File: src/source/vlsu_pkg.sv
/*
 * Vector load/store unit package.
 * Shared widths, data types and enums for the unit-stride
 * load/store path between the vector side and four data banks.
 */
package vlsu_pkg;

    localparam int NUM_BANKS = 4;
    localparam int WORD_W    = 32;
    localparam int BEAT_W    = 128;
    localparam int GROUP_W   = 512;
    localparam int MAX_BEATS = 4;

    typedef logic [WORD_W-1:0]  word_t;
    typedef logic [BEAT_W-1:0]  beat_t;
    typedef logic [GROUP_W-1:0] vreg_group_t;

    // 0 to MAX_BEATS inclusive
    typedef logic [$clog2(MAX_BEATS+1)-1:0] beat_cnt_t;

    typedef enum logic {
        VLSU_LOAD  = 1'b0,
        VLSU_STORE = 1'b1
    } vlsu_op_e;

    typedef enum logic [1:0] {
        LMUL_1 = 2'd0,
        LMUL_2 = 2'd1,
        LMUL_4 = 2'd2
    } lmul_e;

    typedef enum logic [1:0] {
        IDLE = 2'd0,
        BUSY = 2'd1,
        RESP = 2'd2
    } ctrl_state_e;

endpackage

File: src/source/bank_req_if.sv
/*
 * Bank request interface.
 * Carries one sequencer's per-bank address, write data and write
 * enable to the bank port, and the read return back.
 */
`timescale 1ns/1ps

interface bank_req_if #(
    parameter int ADDR_W = 10
);
    import vlsu_pkg::*;

    logic              active;
    logic [ADDR_W-1:0] addr [NUM_BANKS];
    word_t             wdata [NUM_BANKS];
    logic              we;

    // read return, one full beat at a time
    word_t             rdata [NUM_BANKS];
    logic              rvalid;

    modport requester (
        output active,
        output addr,
        output wdata,
        output we,
        input  rdata,
        input  rvalid
    );

    modport port (
        input  active,
        input  addr,
        input  wdata,
        input  we,
        output rdata,
        output rvalid
    );

endinterface

File: src/source/seq_ctrl_if.sv
/*
 * Sequencer control interface.
 * The command controller starts a sequencer with a one-cycle pulse
 * plus address, beat count and store group; the sequencer answers
 * with a one-cycle done and the assembled load group.
 */
`timescale 1ns/1ps

interface seq_ctrl_if #(
    parameter int ADDR_W = 10
);
    import vlsu_pkg::*;

    logic              start;
    logic [ADDR_W-1:0] addr;
    beat_cnt_t         beats;
    vreg_group_t       store_data;

    logic              done;
    vreg_group_t       load_data;

    modport ctrl (
        output start,
        output addr,
        output beats,
        output store_data,
        input  done,
        input  load_data
    );

    modport seq (
        input  start,
        input  addr,
        input  beats,
        input  store_data,
        output done,
        output load_data
    );

endinterface

File: src/source/vlsu_cmd_ctrl.sv
/*
 * Command controller.
 * Accepts one command at a time, converts LMUL to a beat count and
 * starts the load or store sequencer. The completing sequencer's
 * result is held in the response register until it is taken.
 */
`timescale 1ns/1ps

module vlsu_cmd_ctrl #(
    parameter int ADDR_W = 10
) (
    input  logic                  clk,
    input  logic                  nrst,
    input  logic                  cmd_valid,
    input  vlsu_pkg::vlsu_op_e    cmd_op,
    input  vlsu_pkg::lmul_e       cmd_lmul,
    input  logic [ADDR_W-1:0]     cmd_addr,
    input  vlsu_pkg::vreg_group_t cmd_store_data,
    input  logic                  resp_ready,
    output logic                  cmd_ready,
    output logic                  resp_valid,
    output vlsu_pkg::vlsu_op_e    resp_op,
    output vlsu_pkg::vreg_group_t resp_load_data,
    seq_ctrl_if.ctrl              load_ctrl,
    seq_ctrl_if.ctrl              store_ctrl
);
    import vlsu_pkg::*;

    ctrl_state_e       state;
    vlsu_op_e          op_q;
    logic              load_start_q;
    logic              store_start_q;
    logic [ADDR_W-1:0] addr_q;
    beat_cnt_t         beats_q;
    vreg_group_t       store_data_q;
    vreg_group_t       resp_data_q;
    logic              accept;
    logic              seq_done;

    function automatic beat_cnt_t lmul_to_beats(lmul_e lmul);
        case (lmul)
            LMUL_2:  return beat_cnt_t'(2);
            LMUL_4:  return beat_cnt_t'(4);
            default: return beat_cnt_t'(1);
        endcase
    endfunction

    assign cmd_ready = (state == IDLE);
    assign accept    = cmd_valid && cmd_ready;
    assign seq_done  = load_ctrl.done || store_ctrl.done;

    always_ff @(posedge clk or negedge nrst) begin
        if (!nrst) begin
            state         <= IDLE;
            op_q          <= VLSU_LOAD;
            load_start_q  <= 1'b0;
            store_start_q <= 1'b0;
        end else begin
            // start is a single-cycle pulse
            load_start_q  <= 1'b0;
            store_start_q <= 1'b0;
            case (state)
                IDLE: begin
                    if (accept) begin
                        state         <= BUSY;
                        op_q          <= cmd_op;
                        load_start_q  <= (cmd_op == VLSU_LOAD);
                        store_start_q <= (cmd_op == VLSU_STORE);
                    end
                end
                BUSY: begin
                    if (seq_done) begin
                        state <= RESP;
                    end
                end
                RESP: begin
                    if (resp_ready) begin
                        state <= IDLE;
                    end
                end
                default: state <= IDLE;
            endcase
        end
    end

    always_ff @(posedge clk) begin
        if (accept) begin
            addr_q       <= cmd_addr;
            beats_q      <= lmul_to_beats(cmd_lmul);
            store_data_q <= cmd_store_data;
        end
        // store sequencer returns an all-zero group
        if (state == BUSY && seq_done) begin
            resp_data_q <= load_ctrl.done ? load_ctrl.load_data : store_ctrl.load_data;
        end
    end

    assign load_ctrl.start       = load_start_q;
    assign load_ctrl.addr        = addr_q;
    assign load_ctrl.beats       = beats_q;
    assign load_ctrl.store_data  = '0;

    assign store_ctrl.start      = store_start_q;
    assign store_ctrl.addr       = addr_q;
    assign store_ctrl.beats      = beats_q;
    assign store_ctrl.store_data = store_data_q;

    assign resp_valid     = (state == RESP);
    assign resp_op        = op_q;
    assign resp_load_data = resp_data_q;

endmodule

File: src/source/vlsu_load_seq.sv
/*
 * Unit-stride load sequencer.
 * Issues one read beat per cycle at A+4k+i, then collects the
 * returned beats into their slots of the register group. Issue and
 * return are counted separately so reads overlap.
 */
`timescale 1ns/1ps

module vlsu_load_seq #(
    parameter int ADDR_W = 10
) (
    input  logic         clk,
    input  logic         nrst,
    seq_ctrl_if.seq      ctrl,
    bank_req_if.requester bank
);
    import vlsu_pkg::*;

    localparam int SLOT_W = $clog2(MAX_BEATS);

    logic [ADDR_W-1:0] addr_q;
    beat_cnt_t         issue_left;
    beat_cnt_t         ret_idx;
    beat_cnt_t         ret_total;
    vreg_group_t       group_q;
    vreg_group_t       group_nxt;
    beat_t             ret_beat;
    logic [SLOT_W-1:0] slot;

    assign bank.active = (issue_left != '0);
    assign bank.we     = 1'b0;

    always_comb begin
        for (int i = 0; i < NUM_BANKS; i++) begin
            bank.addr[i]  = addr_q + ADDR_W'(i);
            bank.wdata[i] = '0;
        end
    end

    // bank 0 is the low word of a beat
    always_comb begin
        for (int i = 0; i < NUM_BANKS; i++) begin
            ret_beat[i*WORD_W +: WORD_W] = bank.rdata[i];
        end
    end

    assign slot = ret_idx[SLOT_W-1:0];

    always_comb begin
        group_nxt = group_q;
        if (bank.rvalid) begin
            group_nxt[slot*BEAT_W +: BEAT_W] = ret_beat;
        end
    end

    always_ff @(posedge clk or negedge nrst) begin
        if (!nrst) begin
            issue_left <= '0;
            ret_idx    <= '0;
            ret_total  <= '0;
        end else if (ctrl.start) begin
            issue_left <= ctrl.beats;
            ret_idx    <= '0;
            ret_total  <= ctrl.beats;
        end else begin
            if (issue_left != '0) begin
                issue_left <= issue_left - beat_cnt_t'(1);
            end
            if (bank.rvalid) begin
                ret_idx <= ret_idx + beat_cnt_t'(1);
            end
        end
    end

    always_ff @(posedge clk) begin
        if (ctrl.start) begin
            addr_q  <= ctrl.addr;
            group_q <= '0;
        end else begin
            if (issue_left != '0) begin
                addr_q <= addr_q + ADDR_W'(NUM_BANKS);
            end
            group_q <= group_nxt;
        end
    end

    // last return completes the command in the same cycle
    assign ctrl.done      = bank.rvalid && (ret_idx + beat_cnt_t'(1) == ret_total);
    assign ctrl.load_data = group_nxt;

endmodule

File: src/source/vlsu_store_seq.sv
/*
 * Unit-stride store sequencer.
 * Captures the register group on start and writes it out one beat
 * per cycle, four words to the four banks, shifting the group down
 * after each beat.
 */
`timescale 1ns/1ps

module vlsu_store_seq #(
    parameter int ADDR_W = 10
) (
    input  logic          clk,
    input  logic          nrst,
    seq_ctrl_if.seq       ctrl,
    bank_req_if.requester bank
);
    import vlsu_pkg::*;

    logic [ADDR_W-1:0] addr_q;
    vreg_group_t       data_q;
    beat_cnt_t         issue_left;
    logic              last_beat;
    logic              wr_pend;
    logic              done_q;

    assign bank.active = (issue_left != '0);
    assign bank.we     = bank.active;
    assign last_beat   = (issue_left == beat_cnt_t'(1));

    always_comb begin
        for (int i = 0; i < NUM_BANKS; i++) begin
            bank.addr[i]  = addr_q + ADDR_W'(i);
            bank.wdata[i] = data_q[i*WORD_W +: WORD_W];
        end
    end

    always_ff @(posedge clk or negedge nrst) begin
        if (!nrst) begin
            issue_left <= '0;
            wr_pend    <= 1'b0;
            done_q     <= 1'b0;
        end else begin
            if (ctrl.start) begin
                issue_left <= ctrl.beats;
            end else if (issue_left != '0) begin
                issue_left <= issue_left - beat_cnt_t'(1);
            end
            // one stage for the bank port register, one for the write
            wr_pend <= last_beat;
            done_q  <= wr_pend;
        end
    end

    always_ff @(posedge clk) begin
        if (ctrl.start) begin
            addr_q <= ctrl.addr;
            data_q <= ctrl.store_data;
        end else if (issue_left != '0) begin
            addr_q <= addr_q + ADDR_W'(NUM_BANKS);
            data_q <= data_q >> BEAT_W;
        end
    end

    assign ctrl.done      = done_q;
    assign ctrl.load_data = '0;

endmodule

File: src/source/vlsu_bank_port.sv
/*
 * Bank port.
 * Muxes the active sequencer onto the four banks through an output
 * register and tracks reads in flight so the returned words come
 * back to the load sequencer with rvalid.
 */
`timescale 1ns/1ps

module vlsu_bank_port #(
    parameter int ADDR_W = 10
) (
    input  logic              clk,
    input  logic              nrst,
    input  vlsu_pkg::word_t   bank_rdata [vlsu_pkg::NUM_BANKS],
    output logic [ADDR_W-1:0] bank_addr [vlsu_pkg::NUM_BANKS],
    output vlsu_pkg::word_t   bank_wdata [vlsu_pkg::NUM_BANKS],
    output logic              bank_we,
    bank_req_if.port          load_req,
    bank_req_if.port          store_req
);
    import vlsu_pkg::*;

    logic [ADDR_W-1:0] addr_nxt [NUM_BANKS];
    word_t             wdata_nxt [NUM_BANKS];
    logic              we_nxt;
    logic              rd_issue;
    logic [1:0]        rd_pipe;
    logic              rvalid_q;
    word_t             rdata_q [NUM_BANKS];

    always_comb begin
        if (load_req.active) begin
            addr_nxt  = load_req.addr;
            wdata_nxt = load_req.wdata;
            we_nxt    = load_req.we;
        end else if (store_req.active) begin
            addr_nxt  = store_req.addr;
            wdata_nxt = store_req.wdata;
            we_nxt    = store_req.we;
        end else begin
            addr_nxt  = '{default: '0};
            wdata_nxt = '{default: '0};
            we_nxt    = 1'b0;
        end
    end

    assign rd_issue = load_req.active && !load_req.we;

    always_ff @(posedge clk or negedge nrst) begin
        if (!nrst) begin
            bank_addr  <= '{default: '0};
            bank_wdata <= '{default: '0};
            bank_we    <= 1'b0;
            rd_pipe    <= '0;
            rvalid_q   <= 1'b0;
        end else begin
            bank_addr  <= addr_nxt;
            bank_wdata <= wdata_nxt;
            bank_we    <= we_nxt;
            // address at banks, then data at bank_rdata
            rd_pipe    <= {rd_pipe[0], rd_issue};
            rvalid_q   <= rd_pipe[1];
        end
    end

    always_ff @(posedge clk) begin
        if (rd_pipe[1]) begin
            rdata_q <= bank_rdata;
        end
    end

    assign load_req.rdata   = rdata_q;
    assign load_req.rvalid  = rvalid_q;
    assign store_req.rdata  = '{default: '0};
    assign store_req.rvalid = 1'b0;

endmodule

File: src/source/vlsu_top.sv
/*
 * Vector load/store data unit, top level.
 * Moves one vector register group between the vector side and four
 * 32-bit data banks with unit-stride loads and stores.
 */
`timescale 1ns/1ps

module vlsu_top #(
    parameter int ADDR_W = 10
) (
    input  logic                  clk,
    input  logic                  nrst,
    input  logic                  cmd_valid,
    output logic                  cmd_ready,
    input  vlsu_pkg::vlsu_op_e    cmd_op,
    input  vlsu_pkg::lmul_e       cmd_lmul,
    input  logic [ADDR_W-1:0]     cmd_addr,
    input  vlsu_pkg::vreg_group_t cmd_store_data,
    output logic                  resp_valid,
    input  logic                  resp_ready,
    output vlsu_pkg::vlsu_op_e    resp_op,
    output vlsu_pkg::vreg_group_t resp_load_data,
    output logic [ADDR_W-1:0]     bank_addr [vlsu_pkg::NUM_BANKS],
    output vlsu_pkg::word_t       bank_wdata [vlsu_pkg::NUM_BANKS],
    output logic                  bank_we,
    input  vlsu_pkg::word_t       bank_rdata [vlsu_pkg::NUM_BANKS]
);

    seq_ctrl_if #(.ADDR_W(ADDR_W)) load_ctrl_if ();
    seq_ctrl_if #(.ADDR_W(ADDR_W)) store_ctrl_if ();
    bank_req_if #(.ADDR_W(ADDR_W)) load_req_if ();
    bank_req_if #(.ADDR_W(ADDR_W)) store_req_if ();

    vlsu_cmd_ctrl #(
        .ADDR_W(ADDR_W)
    ) vlsu_cmd_ctrl_inst (
        .clk           (clk),
        .nrst          (nrst),
        .cmd_valid     (cmd_valid),
        .cmd_op        (cmd_op),
        .cmd_lmul      (cmd_lmul),
        .cmd_addr      (cmd_addr),
        .cmd_store_data(cmd_store_data),
        .resp_ready    (resp_ready),
        .cmd_ready     (cmd_ready),
        .resp_valid    (resp_valid),
        .resp_op       (resp_op),
        .resp_load_data(resp_load_data),
        .load_ctrl     (load_ctrl_if),
        .store_ctrl    (store_ctrl_if)
    );

    // only one sequencer is started per command
    vlsu_load_seq #(
        .ADDR_W(ADDR_W)
    ) vlsu_load_seq_inst (
        .clk (clk),
        .nrst(nrst),
        .ctrl(load_ctrl_if),
        .bank(load_req_if)
    );

    vlsu_store_seq #(
        .ADDR_W(ADDR_W)
    ) vlsu_store_seq_inst (
        .clk (clk),
        .nrst(nrst),
        .ctrl(store_ctrl_if),
        .bank(store_req_if)
    );

    vlsu_bank_port #(
        .ADDR_W(ADDR_W)
    ) vlsu_bank_port_inst (
        .clk       (clk),
        .nrst      (nrst),
        .bank_rdata(bank_rdata),
        .bank_addr (bank_addr),
        .bank_wdata(bank_wdata),
        .bank_we   (bank_we),
        .load_req  (load_req_if),
        .store_req (store_req_if)
    );

endmodule

File: config.mk
export PLATFORM = sky130hd
export DESIGN_NAME = vlsu_top
export DESIGN_NICKNAME = d
export VERILOG_FILES = /design/src/source/vlsu_pkg.sv /design/src/source/bank_req_if.sv /design/src/source/seq_ctrl_if.sv /design/src/source/vlsu_cmd_ctrl.sv /design/src/source/vlsu_load_seq.sv /design/src/source/vlsu_store_seq.sv /design/src/source/vlsu_bank_port.sv /design/src/source/vlsu_top.sv
export SDC_FILE = /design/constraint.sdc
export NUM_CORES = 2
export LEC_CHECK = 0
export ABC_AREA = 1
export BUFFER_PORTS_ARGS = -buffer_cell sky130_fd_sc_hd__buf_2
export CAP_MARGIN = 20
export CELL_PAD_IN_SITES_DETAIL_PLACEMENT = 0
export CELL_PAD_IN_SITES_GLOBAL_PLACEMENT = 1
export CORE_MARGIN = 2
export CORE_UTILIZATION = 25
export DETAILED_ROUTE_END_ITERATION = 6
export HOLD_SLACK_MARGIN = 0.03
export PLACE_DENSITY = 0.47
export SYNTH_ARGS = -nofsm -noshare
export SYNTH_HDL_FRONTEND = slang
export SYNTH_SLANG_ARGS = --single-unit
File: constraint.sdc
create_clock -name clk -period 17.7 [get_ports clk]
set_input_delay 2.655 -clock clk [delete_from_list [all_inputs] [get_ports clk]]
set_output_delay 2.655 -clock clk [all_outputs]
set_load 0.01 [all_outputs]
Word-level counts from Yosys, hierarchy flattened. Cells that the tools add are included.

Memories: 0. Flip-flop bits (word level): 2400. Input port bits: 657. Output and inout port bits: 684. Bits in latches: 0. ROM bits: 0. Word-level logic and storage cells: 98. Memory bits (writable): 0.

Multipliers: 0. Eq/ne operators: 9. $lt $le $gt $ge: 0. Bitwise gates (word level): 1. Muxes and demuxes: 29. Div/mod/pow operators: 0. Shifts and indexed selects: 2. Reductions and logical operators: 12. $add $sub $neg: 12.

Operators with widths (number): 2-to-1 mux 512 bit (3); bitwise mux 512 bit (1); variable shift 128 x 34 -> 512 bit, first input constant (1); indexed part select 128 x 34 -> 512 bit (1); 2-to-1 mux 128 bit (2); 2-to-1 mux 40 bit (2); adder 10 x 2 -> 10 bit, second input constant (4); 2-to-1 mux 10 bit (4); negation 9 -> 34 bit (1); adder 10 x 1 -> 10 bit, second input constant (2); adder 10 x 3 -> 10 bit, second input constant (2); 2-to-1 mux 3 bit (6); 2-to-1 mux 1 bit (6); 2-to-1 mux 2 bit (3); case mux 2 bit (3 select lines) (1); case mux 3 bit (2 select lines) (1); nonzero test 2 bit (3); nonzero test 3 bit (2); subtractor 3 x 1 -> 3 bit, second input constant (2); equality test 2 x 1 -> 1 bit, second input constant (2); equality test 2 bit, second input constant (2); != test 2 x 1 -> 1 bit, second input constant (2); adder 3 x 1 -> 3 bit, second input constant (1); equality test 3 x 1 -> 1 bit, second input constant (1); 8 further kinds (10).

Depth between registers and ports, before layout.
Depth after elaboration: 6. Mapped depth: 14. Gate-level depth less buffers: 10.

Modules after synthesis. Synthesis repeated with hierarchy kept, for this count alone.

Cell total of the unflattened synthesis: 10430. Area, all modules: 104016.0 um^2.

By module, submodules not included: vlsu_cmd_ctrl (area an instance 41887.7 um^2, cells an instance 3240, times used 1, sequential area each 31265.0 um^2); vlsu_store_seq (area an instance 27164.8 um^2, cells an instance 2824, times used 1, sequential area each 15800.2 um^2); vlsu_load_seq (area an instance 23292.3 um^2, cells an instance 3371, times used 1, sequential area each 10775.3 um^2); vlsu_bank_port (area an instance 11671.2 um^2, cells an instance 995, times used 1, sequential area each 8147.8 um^2).

Least setup slack after synthesis. No wires, ideal clock.

Path type: input -> register. Start point: input cmd_valid. End point: register vlsu_cmd_ctrl_inst.addr_q[0] (netlist: vlsu_cmd_ctrl_inst.load_ctrl.addr[0]) (enable). Setup slack: 3.976 ns. Stages: 2. Data required time: 16.830 ns. Data arrival time: 12.854 ns. Buffers on the path: 0. Library setup time: 0.870 ns. Cells stage by stage: nand2_1 > inv_1.

Cells in the longest elaborated chain, start to end: 1.

Ends and longest elaborated chain: start: declaration (RTL line vlsu_top.sv:13) `input logic cmd_valid,`; logical AND 1 bit (RTL line vlsu_cmd_ctrl.sv:49) `assign accept = cmd_valid && cmd_ready;`; named net vlsu_cmd_ctrl_inst.accept (RTL line vlsu_cmd_ctrl.sv:37) `logic accept;`; end signal: assignment (RTL line vlsu_cmd_ctrl.sv:88) `addr_q <= cmd_addr;`; end: declaration (RTL line vlsu_cmd_ctrl.sv:33) `logic [ADDR_W-1:0] addr_q;`.

The timed path passes the listed nets, and every way through them passes these cells. A chain may end at the register's enable or synchronous reset.

Final worst setup path.
Start point: input cmd_valid. End point: register vlsu_cmd_ctrl_inst.store_data_q[173] (netlist: vlsu_cmd_ctrl_inst.store_ctrl.store_data[173]) (enable).

Cells in the longest elaborated chain, start to end: 1.

Ends and longest elaborated chain: logical AND 1 bit (RTL line vlsu_cmd_ctrl.sv:49); named net vlsu_cmd_ctrl_inst.accept (RTL line vlsu_cmd_ctrl.sv:37); end signal: assignment (RTL line vlsu_cmd_ctrl.sv:90) `store_data_q <= cmd_store_data;`; end: declaration (RTL line vlsu_cmd_ctrl.sv:35) `vreg_group_t store_data_q;`.

The timed path passes the listed nets, and every way through them passes these cells.

==> flow_summary_export.csv <==
group,metric,value,unit
status,status,"complete, no violations",
setup_path,cp_top_family,"buffers and inverters",
placed_design,dp_worst_setup_slack,11260,ps
timing,hold_viol,0,
drt,vias,57374,
run,drv_cap,0,
setup_path,crit_buf_inv,5,
placed_design,portBuffers,1340,
timing,fmax,184,MHz
cells_and_area,area_growth,23.9,%
timing,fin_crit,5440,ps
setup_path,r2r_slack,12270,ps
setup_path,crit_end,"vlsu_cmd_ctrl_inst.store_ctrl.store_data[173]",
setup_path,path_max_fanout,74,
global_routing,grtUsageTotal,17.1,%
setup_path,startpoint_type,"input port",
clocking,clk_latency,900,ps
setup_path,startpoint,"cmd_valid",
setup_path,critPathKind,"in2reg",
clocking,cts_buffers,286,
cells_and_area,layout-drive-gt1-share,21.2,%
floorplan,fp.dieW,592,µm
global_routing,antenna_found_initial,90,
yosys,syn_inst,7207,
global_routing,grt-ovfl-total,0,
setup_path,path_depth,6,
yosys,synth.cell_area,0.0864,mm²
timing,drv_slew,0,
drt,drc_errors,0,
clocking,cts_buffer_depth,4,
clocking,hold_buffers,0,
yosys,synth_area_per_cell,12.0,µm²
power,clkPwrFrac,29.5,%
global_routing,first_global_vias,57153,
yosys,synth_top_cell_area_share,59.0,%
worst_hold_path,hold_path_class,"reg2reg",
power,powerDensity,187,mW/mm²
setup_path,worstPathCellList,"buf_2 > nand2_1 > inv_8 > buf_4 > buf_4 > buf_4",
setup_path,endpoint_kind,"flip-flop",
clocking,htree_num_levels,5,
setup_path,cpMostUsedCell,"buf_4",
placed_design,hpwlAfterDp,214000,µm
drt,viasPerCell,4.31,
yosys,synthArstFlopShare,7.88,%
setup_path,arrival,5930,ps
power,pwr-share-seq,45.7,%
floorplan,pin_count,1341,
placed_design,place.gp.congestion,0.829,
clocking,post_cts_buffers,0,
timing,skew,29.8,ps
setup_path,cpPeakStageDelay,840,ps
timing,tightest_slew,1150,ps
setup_path,worstRegToRegCells,12,
power,peakVddDrop,0.108,mV
timing,setup_violations,0,
timing,setup_slack,12260,ps
floorplan,row_count,215,
drt,wirelength,310000,µm
yosys,yosysMostFrequentCell,"nand2_1",
yosys,ys_top_cells_by_area,"edfxtp_1 59%, dfxtp_1 12%, nand2_1 8.0%",
setup_path,reg2reg_from,"vlsu_load_seq_inst.ret_idx[0]",
floorplan,die_h,592,µm
clocking,cts_tree,"built",
setup_path,crit_required,18190,ps
yosys,syn_nets,7886,
power,comb_power_share,24.8,%
yosys,ys_types,32,
yosys,synth_ff_type,"edfxtp_1",
drt,drt-wirelength-per-cell,23.3,µm
power,p_int,13.0,mW
setup_path,crit_slowest_cell,"buf_4",
power,switching_share,35.1,%
clocking,cts-root-buf,"clkbuf_16",
drt,drtAntennaViolNets,0,
yosys,synth_seq_cells,2398,
yosys,synth_commonest_cells,"1,844 x nand2_1, 1,697 x edfxtp_1, 1,353 x nor2_1",
drt,dr.pass1.iters,5,
floorplan,start_util,25.1,%
global_routing,grt_pass1_wl,431000,µm
yosys,yosysSeqAreaShare,76.3,%
clocking,cts_resized,0,
drt,first_iter_violations,4266,
yosys,synth_top_cell_by_area,"edfxtp_1",
timing,relSlewSlack,23.7,%
power,leakagePower,44.9,nW
timing,min_period_over_period,30.7,%
timing,setup_tns,0,ps
floorplan,core,0.344,mm²
cells_and_area,finalNetCount,9193,
yosys,synth_edf_count,1697,
yosys,yosys_warnings,0,
setup_path,r2r-end,"vlsu_cmd_ctrl_inst.resp_load_data[53]",
timing,rsz0062_at_grt,"no",
floorplan,die-area,0.350,mm²
clocking,path_clk_slew,50,ps
power,p_sw,7.04,mW
clocking,clkSinkCount,2398,
global_routing,grt_max_degree,159,
state kept, by name (all words and copies together), names as in the netlist, 2 cells and up:
register                                  flops
vlsu_cmd_ctrl_inst.load_ctrl.beats            3
vlsu_load_seq_inst.ret_idx                    3
vlsu_cmd_ctrl_inst.resp_load_data           512
vlsu_load_seq_inst.group_q                  512
vlsu_load_seq_inst.ret_total                  3
vlsu_load_seq_inst.issue_left                 3
vlsu_bank_port_inst.bank_addr                38
vlsu_cmd_ctrl_inst.store_ctrl.store_data    512
vlsu_bank_port_inst.load_req.rdata          128
vlsu_bank_port_inst.bank_wdata              128
vlsu_load_seq_inst.addr_q                    10
vlsu_bank_port_inst.rd_pipe                   2
vlsu_store_seq_inst.issue_left                3
vlsu_cmd_ctrl_inst.load_ctrl.addr            10
vlsu_store_seq_inst.data_q                  512
vlsu_store_seq_inst.addr_q                   10
vlsu_cmd_ctrl_inst.state                      2
layer usage:
metal / wire, µm / global-route usage (%) / vias to the layer above
met5: 271 / 0 / -
met3: 21700 / 3.99 / 468
met2: 144000 / 27.7 / 1945
met4: 8870 / 4.95 / 42
met1: 135000 / 22.7 / 28414
li1: - / - / 26505
placed cells by master, fill, tap and decap left out, types with 11 or more instances in the layout:
| cell | synthesis | routed |
|---|---|---|
| a21oi_1 | 16 | 16 |
| a22oi_1 | 318 | 318 |
| buf_2 | 58 | 1339 |
| buf_4 | 13 | 70 |
| bufinv_16 | 0 | 22 |
| clkbuf_1 | 244 | 72 |
| clkbuf_16 | 0 | 290 |
| clkbuf_8 | 0 | 29 |
| clkinv_1 | 3 | 36 |
| clkinv_2 | 0 | 43 |
| dfrtp_1 | 189 | 185 |
| dfxtp_1 | 512 | 512 |
| diode_2 | 0 | 19 |
| edfxtp_1 | 1697 | 1697 |
| ha_1 | 22 | 22 |
| inv_1 | 521 | 519 |
| inv_6 | 0 | 11 |
| nand2_1 | 1844 | 1837 |
| nand3_1 | 42 | 42 |
| nor2_1 | 1353 | 1352 |
| o21ai_0 | 221 | 221 |
| o21ai_1 | 20 | 20 |
| o22ai_1 | 14 | 14 |
how the worst min path moves through the flow:
stage | startpoint | slack, ps | endpoint | cells past startpoint
2_1_floorplan | vlsu_bank_port_inst.rd_pipe[0] | 330 | vlsu_bank_port_inst.rd_pipe[1] | 0
3_3_place_gp | vlsu_bank_port_inst.rd_pipe[0] | 330 | vlsu_bank_port_inst.rd_pipe[1] | 0
3_5_place_dp | vlsu_store_seq_inst.wr_pend | 330 | vlsu_store_seq_inst.ctrl.done | 0
4_1_cts | vlsu_store_seq_inst.wr_pend | 350 | vlsu_store_seq_inst.ctrl.done | 0
5_1_grt | vlsu_bank_port_inst.rd_pipe[0] | 360 | vlsu_bank_port_inst.rd_pipe[1] | 0
6_report | vlsu_store_seq_inst.wr_pend | 350 | vlsu_store_seq_inst.ctrl.done | 0
cell type report:
class	instances	area, µm²
sequential	2398	66000
tap	4557	5700
fill	35297	236000
antenna	19	47.5
clock buffer	391	7930
clock inverter	130	1410
inverter	524	1990
timing repair buffer	1417	7380
multi-input combinational	3887	16600
metrics by stage:
step / utilization, % / hold slack, ps / power [mW] / area (µm²) / instances
floorplan: - / 331 / 12.6 / 86400 / 7207
CTS: 31.1 / 347 / 20.4 / 107000 / 13304
finish: 31.2 / 347 / 20.0 / 107000 / 13323
detailed placement: 28.4 / 335 / 14.4 / 97700 / 12783
global route: 31.2 / 357 / 21.2 / 107000 / 13314
global placement: 28.4 / 333 / 14.4 / 97700 / 12783
power groups by stage:
stage / Clock, mW / Combinational, mW / Sequential (mW)
2_1_floorplan: 0 / 2.77 / 9.79
3_3_place_gp: 0 / 5.08 / 9.28
3_5_place_dp: 0 / 5.12 / 9.29
4_1_cts: 6.09 / 5.13 / 9.19
5_1_grt: 6.29 / 5.55 / 9.32
6_report: 5.92 / 4.96 / 9.15
logic make-up (layout without fill, tap and decap cells):
| kind of cell | after synthesis | count (layout) | synth area share (%) |
|---|---|---|---|
| other | 0 | 19 | 0 |
| XOR/XNOR | 13 | 13 | 0.132 |
| adder cells (fa/ha/maj) | 22 | 22 | 0.319 |
| flip-flops | 2398 | 2398 | 76.3 |
| AND/OR/NAND/NOR | 3252 | 3252 | 14.2 |
| buffers and inverters | 922 | 2462 | 4.54 |
| AO/OA/AOI/OAI | 600 | 600 | 4.45 |
Power figures use the tool's default switching activity.
